<file path="src/source/axil_pkg.sv">
package axil_pkg;

    // ==================================================
    // AXI4-Lite bus widths
    // ==================================================

    localparam int ADDR_W = 5;
    localparam int DATA_W = 32;
    localparam int RESP_W = 2;

    // ==================================================
    // Register map
    // ==================================================

    // Bit 0 start, bit 1 sign
    localparam logic [ADDR_W-1:0] REG_CTRL = 5'h00;

    // Bit 0 busy, bit 1 done, bit 2 error
    localparam logic [ADDR_W-1:0] REG_STATUS = 5'h04;

    // Operand halves
    localparam logic [ADDR_W-1:0] REG_BIN_LO = 5'h08;
    localparam logic [ADDR_W-1:0] REG_BIN_HI = 5'h0C;

    // Digits 7..0, digits 15..8, then digits 17..16 plus sign in bit 31
    localparam logic [ADDR_W-1:0] REG_BCD0 = 5'h10;
    localparam logic [ADDR_W-1:0] REG_BCD1 = 5'h14;
    localparam logic [ADDR_W-1:0] REG_BCD2 = 5'h18;

    // Only response the slave ever returns
    localparam logic [RESP_W-1:0] RESP_OKAY = 2'b00;

endpackage

</file>
<file path="src/source/bcd_pkg.sv">
package bcd_pkg;

    // ==================================================
    // Operand and result formats
    // ==================================================

    // Unsigned integer magnitude width
    localparam int BIN_W = 64;

    // Bits per packed BCD digit
    localparam int DIGIT_W = 4;

    // Digits stored in the 8087 word
    localparam int OUT_DIGITS = 18;

    // 2^64 needs 20 decimal digits, so the shifter keeps all of them
    localparam int INT_DIGITS = 20;

    // Packed word, sign in the top bit
    localparam int PACKED_W = 80;

    // Zero gap between the sign and digit 17
    localparam int PAD_W = PACKED_W - 1 - OUT_DIGITS * DIGIT_W;

    // Remaining bit counter must hold BIN_W itself
    localparam int CNT_W = $clog2(BIN_W + 1);

    // ==================================================
    // Sequencer states and datapath opcodes
    // ==================================================

    typedef enum logic [1:0] {
        IDLE,
        SHIFT,
        PACK
    } conv_state_t;

    typedef enum logic [1:0] {
        DP_HOLD,
        DP_LOAD,
        DP_SHIFT,
        DP_PACK
    } dp_op_t;

endpackage

</file>
<file path="src/source/bcd_conv_if.sv">
interface bcd_conv_if
    import bcd_pkg::*;
();

    // Request side, owned by the register block
    logic                start;
    logic [BIN_W-1:0]    operand;
    logic                sign;

    // Response side, owned by the conversion core
    logic                busy;
    logic                done;
    logic                error;
    logic [PACKED_W-1:0] result;

    modport regs (
        output start,
        output operand,
        output sign,
        input  busy,
        input  done,
        input  error,
        input  result
    );

    modport core (
        input  start,
        input  operand,
        input  sign,
        output busy,
        output done,
        output error,
        output result
    );

endinterface

</file>
<file path="src/source/axil_bcd_regs.sv">
module axil_bcd_regs
    import axil_pkg::*, bcd_pkg::*;
(
    input  logic              clk,
    input  logic              reset,

    input  logic [ADDR_W-1:0] awaddr,
    input  logic              awvalid,
    output logic              awready,
    input  logic [DATA_W-1:0] wdata,
    input  logic              wvalid,
    output logic              wready,
    output logic [RESP_W-1:0] bresp,
    output logic              bvalid,
    input  logic              bready,

    input  logic [ADDR_W-1:0] araddr,
    input  logic              arvalid,
    output logic              arready,
    output logic [DATA_W-1:0] rdata,
    output logic [RESP_W-1:0] rresp,
    output logic              rvalid,
    input  logic              rready,

    bcd_conv_if.regs          conv
);

    logic              wr_fire;
    logic              rd_fire;
    logic [DATA_W-1:0] bin_lo_q;
    logic [DATA_W-1:0] bin_hi_q;
    logic              sign_q;
    logic              start_q;
    logic              done_q;
    logic              error_q;
    logic [DATA_W-1:0] rd_mux;

    // ==================================================
    // Write channel
    // ==================================================

    // Address and data are taken together in one beat
    assign wr_fire = awready && awvalid && wvalid;

    always_ff @(posedge clk or posedge reset) begin
        if (reset) begin
            awready <= 1'b0;
            wready  <= 1'b0;
            bvalid  <= 1'b0;
        end else begin
            // One-cycle ready pulse, held off while a response is pending
            awready <= awvalid && wvalid && !awready && !bvalid;
            wready  <= awvalid && wvalid && !awready && !bvalid;
            if (wr_fire) begin
                bvalid <= 1'b1;
            end else if (bready) begin
                bvalid <= 1'b0;
            end
        end
    end

    assign bresp = RESP_OKAY;

    always_ff @(posedge clk or posedge reset) begin
        if (reset) begin
            bin_lo_q <= '0;
            bin_hi_q <= '0;
            sign_q   <= 1'b0;
            start_q  <= 1'b0;
        end else begin
            start_q <= 1'b0;
            if (wr_fire) begin
                case (awaddr)
                    REG_BIN_LO: bin_lo_q <= wdata;
                    REG_BIN_HI: bin_hi_q <= wdata;
                    REG_CTRL: begin
                        // Sign is kept even when the start is dropped
                        sign_q <= wdata[1];
                        if (wdata[0] && !conv.busy && !start_q) begin
                            start_q <= 1'b1;
                        end
                    end
                    default: ;
                endcase
            end
        end
    end

    assign conv.start   = start_q;
    assign conv.operand = {bin_hi_q, bin_lo_q};
    assign conv.sign    = sign_q;

    // ==================================================
    // Sticky status
    // ==================================================

    always_ff @(posedge clk or posedge reset) begin
        if (reset) begin
            done_q  <= 1'b0;
            error_q <= 1'b0;
        end else if (start_q) begin
            // Accepted start clears the previous outcome
            done_q  <= 1'b0;
            error_q <= 1'b0;
        end else if (conv.done) begin
            done_q  <= 1'b1;
            error_q <= conv.error;
        end
    end

    // ==================================================
    // Read channel
    // ==================================================

    assign rd_fire = arready && arvalid;

    always_comb begin
        case (araddr)
            REG_CTRL:   rd_mux = {{(DATA_W-2){1'b0}}, sign_q, 1'b0};
            REG_STATUS: rd_mux = {{(DATA_W-3){1'b0}}, error_q, done_q, conv.busy};
            REG_BIN_LO: rd_mux = bin_lo_q;
            REG_BIN_HI: rd_mux = bin_hi_q;
            REG_BCD0:   rd_mux = conv.result[31:0];
            REG_BCD1:   rd_mux = conv.result[63:32];
            // Digits 17 and 16 low, sign on top
            REG_BCD2:   rd_mux = {conv.result[PACKED_W-1], 23'd0, conv.result[71:64]};
            // Unmapped offsets read as zero
            default:    rd_mux = '0;
        endcase
    end

    always_ff @(posedge clk or posedge reset) begin
        if (reset) begin
            arready <= 1'b0;
            rvalid  <= 1'b0;
            rdata   <= '0;
        end else begin
            arready <= arvalid && !arready && !rvalid;
            if (rd_fire) begin
                rvalid <= 1'b1;
                rdata  <= rd_mux;
            end else if (rready) begin
                rvalid <= 1'b0;
            end
        end
    end

    assign rresp = RESP_OKAY;

    // Responses stay up until the master takes them
    a_bvalid_hold: assert property (@(posedge clk) disable iff (reset)
        bvalid && !bready |=> bvalid);
    a_rvalid_hold: assert property (@(posedge clk) disable iff (reset)
        rvalid && !rready |=> rvalid && $stable(rdata));

endmodule

</file>
<file path="src/source/bcd_seq_fsm.sv">
module bcd_seq_fsm
    import bcd_pkg::*;
(
    input  logic   clk,
    input  logic   reset,
    input  logic   start,
    input  logic   cnt_zero,
    output logic   cnt_load,
    output logic   cnt_dec,
    output dp_op_t dp_op,
    output logic   busy,
    output logic   done_pulse
);

    conv_state_t state;
    conv_state_t state_next;

    always_ff @(posedge clk or posedge reset) begin
        if (reset) begin
            state <= IDLE;
        end else begin
            state <= state_next;
        end
    end

    // ==================================================
    // Next state and datapath control
    // ==================================================

    always_comb begin
        state_next = state;
        cnt_load   = 1'b0;
        cnt_dec    = 1'b0;
        dp_op      = DP_HOLD;
        case (state)
            IDLE: begin
                // Operand capture and counter load happen with start
                if (start) begin
                    cnt_load   = 1'b1;
                    dp_op      = DP_LOAD;
                    state_next = SHIFT;
                end
            end
            SHIFT: begin
                // One operand bit per cycle until none remain
                if (cnt_zero) begin
                    state_next = PACK;
                end else begin
                    cnt_dec = 1'b1;
                    dp_op   = DP_SHIFT;
                end
            end
            PACK: begin
                dp_op      = DP_PACK;
                state_next = IDLE;
            end
            default: state_next = IDLE;
        endcase
    end

    assign busy       = (state != IDLE);
    // Status done is set on the edge that ends PACK
    assign done_pulse = (state == PACK);

    // A start in IDLE always leaves a full operand to shift
    a_start_loads: assert property (@(posedge clk) disable iff (reset)
        state == IDLE && start |=> state == SHIFT && !cnt_zero);

endmodule

</file>
<file path="src/source/bcd_store_unit.sv">
module bcd_store_unit
    import axil_pkg::*, bcd_pkg::*;
(
    input  logic              clk,
    input  logic              reset,

    input  logic [ADDR_W-1:0] awaddr,
    input  logic              awvalid,
    output logic              awready,
    input  logic [DATA_W-1:0] wdata,
    input  logic              wvalid,
    output logic              wready,
    output logic [RESP_W-1:0] bresp,
    output logic              bvalid,
    input  logic              bready,

    input  logic [ADDR_W-1:0] araddr,
    input  logic              arvalid,
    output logic              arready,
    output logic [DATA_W-1:0] rdata,
    output logic [RESP_W-1:0] rresp,
    output logic              rvalid,
    input  logic              rready
);

    // Core control wires
    logic   cnt_load;
    logic   cnt_dec;
    logic   cnt_zero;
    dp_op_t dp_op;

    bcd_conv_if conv ();

    // ==================================================
    // Host side
    // ==================================================

    axil_bcd_regs u_regs (
        .clk     (clk),
        .reset   (reset),
        .awaddr  (awaddr),
        .awvalid (awvalid),
        .awready (awready),
        .wdata   (wdata),
        .wvalid  (wvalid),
        .wready  (wready),
        .bresp   (bresp),
        .bvalid  (bvalid),
        .bready  (bready),
        .araddr  (araddr),
        .arvalid (arvalid),
        .arready (arready),
        .rdata   (rdata),
        .rresp   (rresp),
        .rvalid  (rvalid),
        .rready  (rready),
        .conv    (conv.regs)
    );

    // ==================================================
    // Conversion core
    // ==================================================

    bcd_seq_fsm u_fsm (
        .clk        (clk),
        .reset      (reset),
        .start      (conv.start),
        .cnt_zero   (cnt_zero),
        .cnt_load   (cnt_load),
        .cnt_dec    (cnt_dec),
        .dp_op      (dp_op),
        .busy       (conv.busy),
        .done_pulse (conv.done)
    );

    bit_counter u_cnt (
        .clk   (clk),
        .reset (reset),
        .load  (cnt_load),
        .dec   (cnt_dec),
        .zero  (cnt_zero)
    );

    dabble_datapath u_dp (
        .clk      (clk),
        .reset    (reset),
        .op       (dp_op),
        .operand  (conv.operand),
        .sign     (conv.sign),
        .result   (conv.result),
        .overflow (conv.error)
    );

endmodule

</file>
<file path="src/source/bit_counter.sv">
module bit_counter
    import bcd_pkg::*;
(
    input  logic clk,
    input  logic reset,
    input  logic load,
    input  logic dec,
    output logic zero
);

    // Operand bits still to be shifted
    logic [CNT_W-1:0] count;

    always_ff @(posedge clk or posedge reset) begin
        if (reset) begin
            count <= '0;
        end else if (load) begin
            count <= CNT_W'(BIN_W);
        end else if (dec) begin
            count <= count - 1'b1;
        end
    end

    assign zero = (count == '0);

    // Sequencer never underflows the counter
    a_no_dec_at_zero: assert property (@(posedge clk) disable iff (reset)
        dec |-> !zero);

endmodule

</file>
<file path="src/source/dabble_datapath.sv">
module dabble_datapath
    import bcd_pkg::*;
(
    input  logic                clk,
    input  logic                reset,
    input  dp_op_t              op,
    input  logic [BIN_W-1:0]    operand,
    input  logic                sign,
    output logic [PACKED_W-1:0] result,
    output logic                overflow
);

    localparam int BCD_W = INT_DIGITS * DIGIT_W;
    localparam int OUT_W = OUT_DIGITS * DIGIT_W;

    logic [BIN_W-1:0] bin_q;
    logic             sign_q;
    logic [BCD_W-1:0] digits_q;
    logic [BCD_W-1:0] adjusted;

    // ==================================================
    // Add-3 correction
    // ==================================================

    // Digits of five or more would pass nine once doubled
    always_comb begin
        adjusted = digits_q;
        for (int i = 0; i < INT_DIGITS; i++) begin
            if (digits_q[i*DIGIT_W +: DIGIT_W] >= 4'd5) begin
                adjusted[i*DIGIT_W +: DIGIT_W] = digits_q[i*DIGIT_W +: DIGIT_W] + 4'd3;
            end
        end
    end

    // Operand shifter and digit array
    always_ff @(posedge clk) begin
        case (op)
            DP_LOAD: begin
                bin_q    <= operand;
                sign_q   <= sign;
                digits_q <= '0;
            end
            DP_SHIFT: begin
                // Adjust and shift in one step, operand MSB enters digit 0
                digits_q <= {adjusted[BCD_W-2:0], bin_q[BIN_W-1]};
                bin_q    <= {bin_q[BIN_W-2:0], 1'b0};
            end
            default: ;
        endcase
    end

    // ==================================================
    // 8087 packing
    // ==================================================

    always_ff @(posedge clk or posedge reset) begin
        if (reset) begin
            result <= '0;
        end else if (op == DP_PACK) begin
            result <= {sign_q, {PAD_W{1'b0}}, digits_q[OUT_W-1:0]};
        end
    end

    // Digits 18 and 19 do not fit the 8087 word
    // valid from PACK on, sampled by the status logic with done
    assign overflow = |digits_q[BCD_W-1:OUT_W];

    function automatic logic digits_ok(input logic [BCD_W-1:0] d);
        logic ok;
        ok = 1'b1;
        for (int i = 0; i < INT_DIGITS; i++) begin
            if (d[i*DIGIT_W +: DIGIT_W] > 4'd9) begin
                ok = 1'b0;
            end
        end
        return ok;
    endfunction

    // All 64 adjust steps together must leave only decimal digits
    a_digits_decimal: assert property (@(posedge clk) disable iff (reset)
        op == DP_PACK |-> digits_ok(digits_q));

endmodule

</file>
<file path="config.mk">
export PLATFORM = sky130hd
export DESIGN_NAME = bcd_store_unit
export DESIGN_NICKNAME = d
export VERILOG_FILES = /design/src/source/axil_pkg.sv /design/src/source/bcd_pkg.sv /design/src/source/bcd_conv_if.sv /design/src/source/axil_bcd_regs.sv /design/src/source/bcd_seq_fsm.sv /design/src/source/bcd_store_unit.sv /design/src/source/bit_counter.sv /design/src/source/dabble_datapath.sv
export SDC_FILE = /design/constraint.sdc
export NUM_CORES = 1
export LEC_CHECK = 0
export BUFFER_PORTS_ARGS = -buffer_cell sky130_fd_sc_hd__buf_2
export CORE_ASPECT_RATIO = 2
export CORE_MARGIN = 2
export CORE_UTILIZATION = 54
export CTS_BUF_LIST = sky130_fd_sc_hd__clkbuf_16
export DETAILED_ROUTE_END_ITERATION = 10
export MAX_ROUTING_LAYER = met4
export PLACE_DENSITY = 0.74
export SLEW_MARGIN = 40
export SYNTH_ARGS = -nofsm -noshare
export SYNTH_HDL_FRONTEND = slang
export SYNTH_HIERARCHICAL = 1
export SYNTH_SLANG_ARGS = --single-unit
</file>
<file path="constraint.sdc">
create_clock -name clk -period 16 [get_ports clk]
set_input_delay 4.8 -clock clk [delete_from_list [all_inputs] [get_ports clk]]
set_output_delay 4.8 -clock clk [all_outputs]
set_load 0.02 [all_outputs]
</file>
==> impl_metrics.env <==
export IMPL_run_status="finished, final reports clean"
export IMPL_crit_arrival_ps=6540
export IMPL_core_mm2=0.0295
export IMPL_viasPerCell=5.86
export IMPL_cpPeakStageDelay_ps=560
export IMPL_postCtsSetupBuffers=0
export IMPL_endpoint_kind="register"
export IMPL_p_int_mw=1.53
export IMPL_power_mw=2.02
export IMPL_finalNetCount=1375
export IMPL_cp_top_family="simple AND/OR/NAND/NOR gates"
export IMPL_cp_required_ps=16490
export IMPL_syn_inst=1213
export IMPL_finClkSkew_ps=9.67
export IMPL_setup_tns_ps=0
export IMPL_cp_slowest_cell="and2_2"
export IMPL_min_from="u_regs/bvalid"
export IMPL_wl_mm=33.3
export IMPL_cts_hold_buf=0
export IMPL_netlist_area_mm2=0.0161
export IMPL_p_sw_share_pct=24.3
export IMPL_fillers=2219
export IMPL_setup_worst_path_start="araddr[2]"
export IMPL_syn_to_final_growth_pct=9.69
export IMPL_clockPowerShare_pct=39.3
export IMPL_post_route_util_pct=60.0
export IMPL_ff2ff_path_depth=7
export IMPL_cts_buffers_inserted=30
export IMPL_grt_pass1_vias=10100
export IMPL_drt_iter0_drc=586
export IMPL_power_frac_seq_pct=50.1
export IMPL_ant_nets=0
export IMPL_drc_errors=0
export IMPL_crit_chain="buf_2 > nor3b_2 > and2_2 > a222oi_1 > a21oi_1"
export IMPL_grt_max_degree=96
export IMPL_wl_per_cell_um=20.0
export IMPL_root_buffer="clkbuf_16"
export IMPL_die_h_um=249
export IMPL_p_sw_uw=491
export IMPL_r2r_start="u_cnt/count[4]"
export IMPL_first_pass_iters=6
export IMPL_path_buf_inv=1
export IMPL_slew_headroom_pct=46.4
export IMPL_num_antenna_cells=0
export IMPL_synth_warnings=6
export IMPL_fp_dieW_um=126
export IMPL_final_min_clock_period_ps=6060
export IMPL_start_util_pct=54.7
export IMPL_hold_slack_ps=457
export IMPL_cts_path_max_buffers=3
export IMPL_holdPathStages=1
export IMPL_cts_resized=0
export IMPL_leakage_nw=7.61
export IMPL_maxCapViolCount=0
export IMPL_grt_pass1_wl_mm=53.8
export IMPL_drive_gt1_share_pct=23.2
export IMPL_vdd_drop_max_v=0.0000746
export IMPL_pwr_share_comb_pct=10.6
export IMPL_io_pin_count=90
export IMPL_hold_path_end="u_regs/wready"
export IMPL_tightestPinTransition_ps=804
export IMPL_drv_slew=0
export IMPL_clkTransAtPathRegs_ps=70
export IMPL_start_kind="primary input"
export IMPL_crit_type="in -> reg"
export IMPL_rows=89
export IMPL_r2r_end="u_dp/bin_q[19]"
export IMPL_grt_remaining_overflow=0
export IMPL_htree_levels=1
export IMPL_setup_viol=0
export IMPL_antenna_found_initial=0
export IMPL_clk_latency_ps=560
export IMPL_vias=9778
export IMPL_fmax_mhz=165
export IMPL_hpwl_mm=22.6
export IMPL_powerDensity_mw_per_mm2=114
export IMPL_gp_congestion=0.860
export IMPL_cts_sinks=331
export IMPL_hold_class="reg -> reg"
export IMPL_reg2reg_slack_ps=12270
export IMPL_track_usage_pct=21.9
export IMPL_crit_fanout=22
export IMPL_io_buffer_count=85
export IMPL_cts_tree="yes"
export IMPL_design_die_area_mm2=0.0314
export IMPL_rsz0062_at_grt="false"
export IMPL_post_route_period_util_pct=37.9
export IMPL_syn_avg_cell_area_um2=13.3
export IMPL_hold_viol=0
==> cell type report <==
class	count	area, µm²	area share, %
multi-input cells	767	6380	36.0
repair buffers	98	553	3.12
well taps	364	455	2.57
clock buffers	32	801	4.52
clock inverters	24	304	1.72
flip-flops and latches	331	9010	50.9
inverters	52	203	1.14
==> power groups by stage <==
stage	Clock, mW	Combinational, mW	Sequential (mW)
final	0.792	0.214	1.01
after global routing	0.841	0.238	1.02
after CTS	0.806	0.216	1.01
after detailed placement	0	0.215	1.03
after global placement	0	0.207	1.03
after floorplan	0	0.176	1.02
==> flip-flops by register name, summed over array words and instances (netlist names), 2 cells and up <==
register,count
u_fsm/state,2
u_regs/bin_lo_q,32
u_regs/rdata,32
u_dp/digits_q,80
u_dp/bin_q,64
u_dp/result,73
u_regs/bin_hi_q,32
u_cnt/count,7
==> metrics by stage <==
stage	setup slack [ps]	cells	cell area [µm²]
6_report	9940	1668	17700
5_1_grt	9870	1668	17700
4_1_cts	9970	1668	17700
3_5_place_dp	9430	1612	16600
3_3_place_gp	9160	1610	16600
2_1_floorplan	8470	1216	16200
==> placed cells by master, fill, tap and decap left out, types with 41 or more instances in the layout <==
cell type and n:
a21oi_1 73, buf_2 85, dfrtp_1 186, edfxtp_1 145
ha_1 44, inv_1 51, mux2_1 65, mux2_2 77
mux2_4 59, mux2i_1 58, nand2_1 109, nand2b_1 41
==> worst reg2reg max path: stages, from the launching register on <==
cell     delay (ps)
dfrtp_1         410
or4_1           560
nor3b_1         400
nor3b_2         150
or2_1           310
ha_4            250
inv_6           490
buf_6           700
==> worst max-delay path by stage <==
stage                     slack (ps)  cells past startpoint               end
after floorplan                 8470                      1    u_regs/arready
after global placement          9160                      5  u_regs/rdata[15]
after detailed placement        9430                      5  u_regs/rdata[21]
after CTS                       9970                      1         rdata[26]
after global routing            9870                      5  u_regs/rdata[26]
final                           9940                      5  u_regs/rdata[17]
==> layer usage <==
layer	track usage, %	wire length (µm)	up-vias
met5	-	0	-
met4	7.63	1030	0
met3	2.17	1180	66
met2	39.5	18200	222
met1	25.2	12900	4966
li1	-	-	4524
Note: power is estimated with default switching activity, not from simulation.
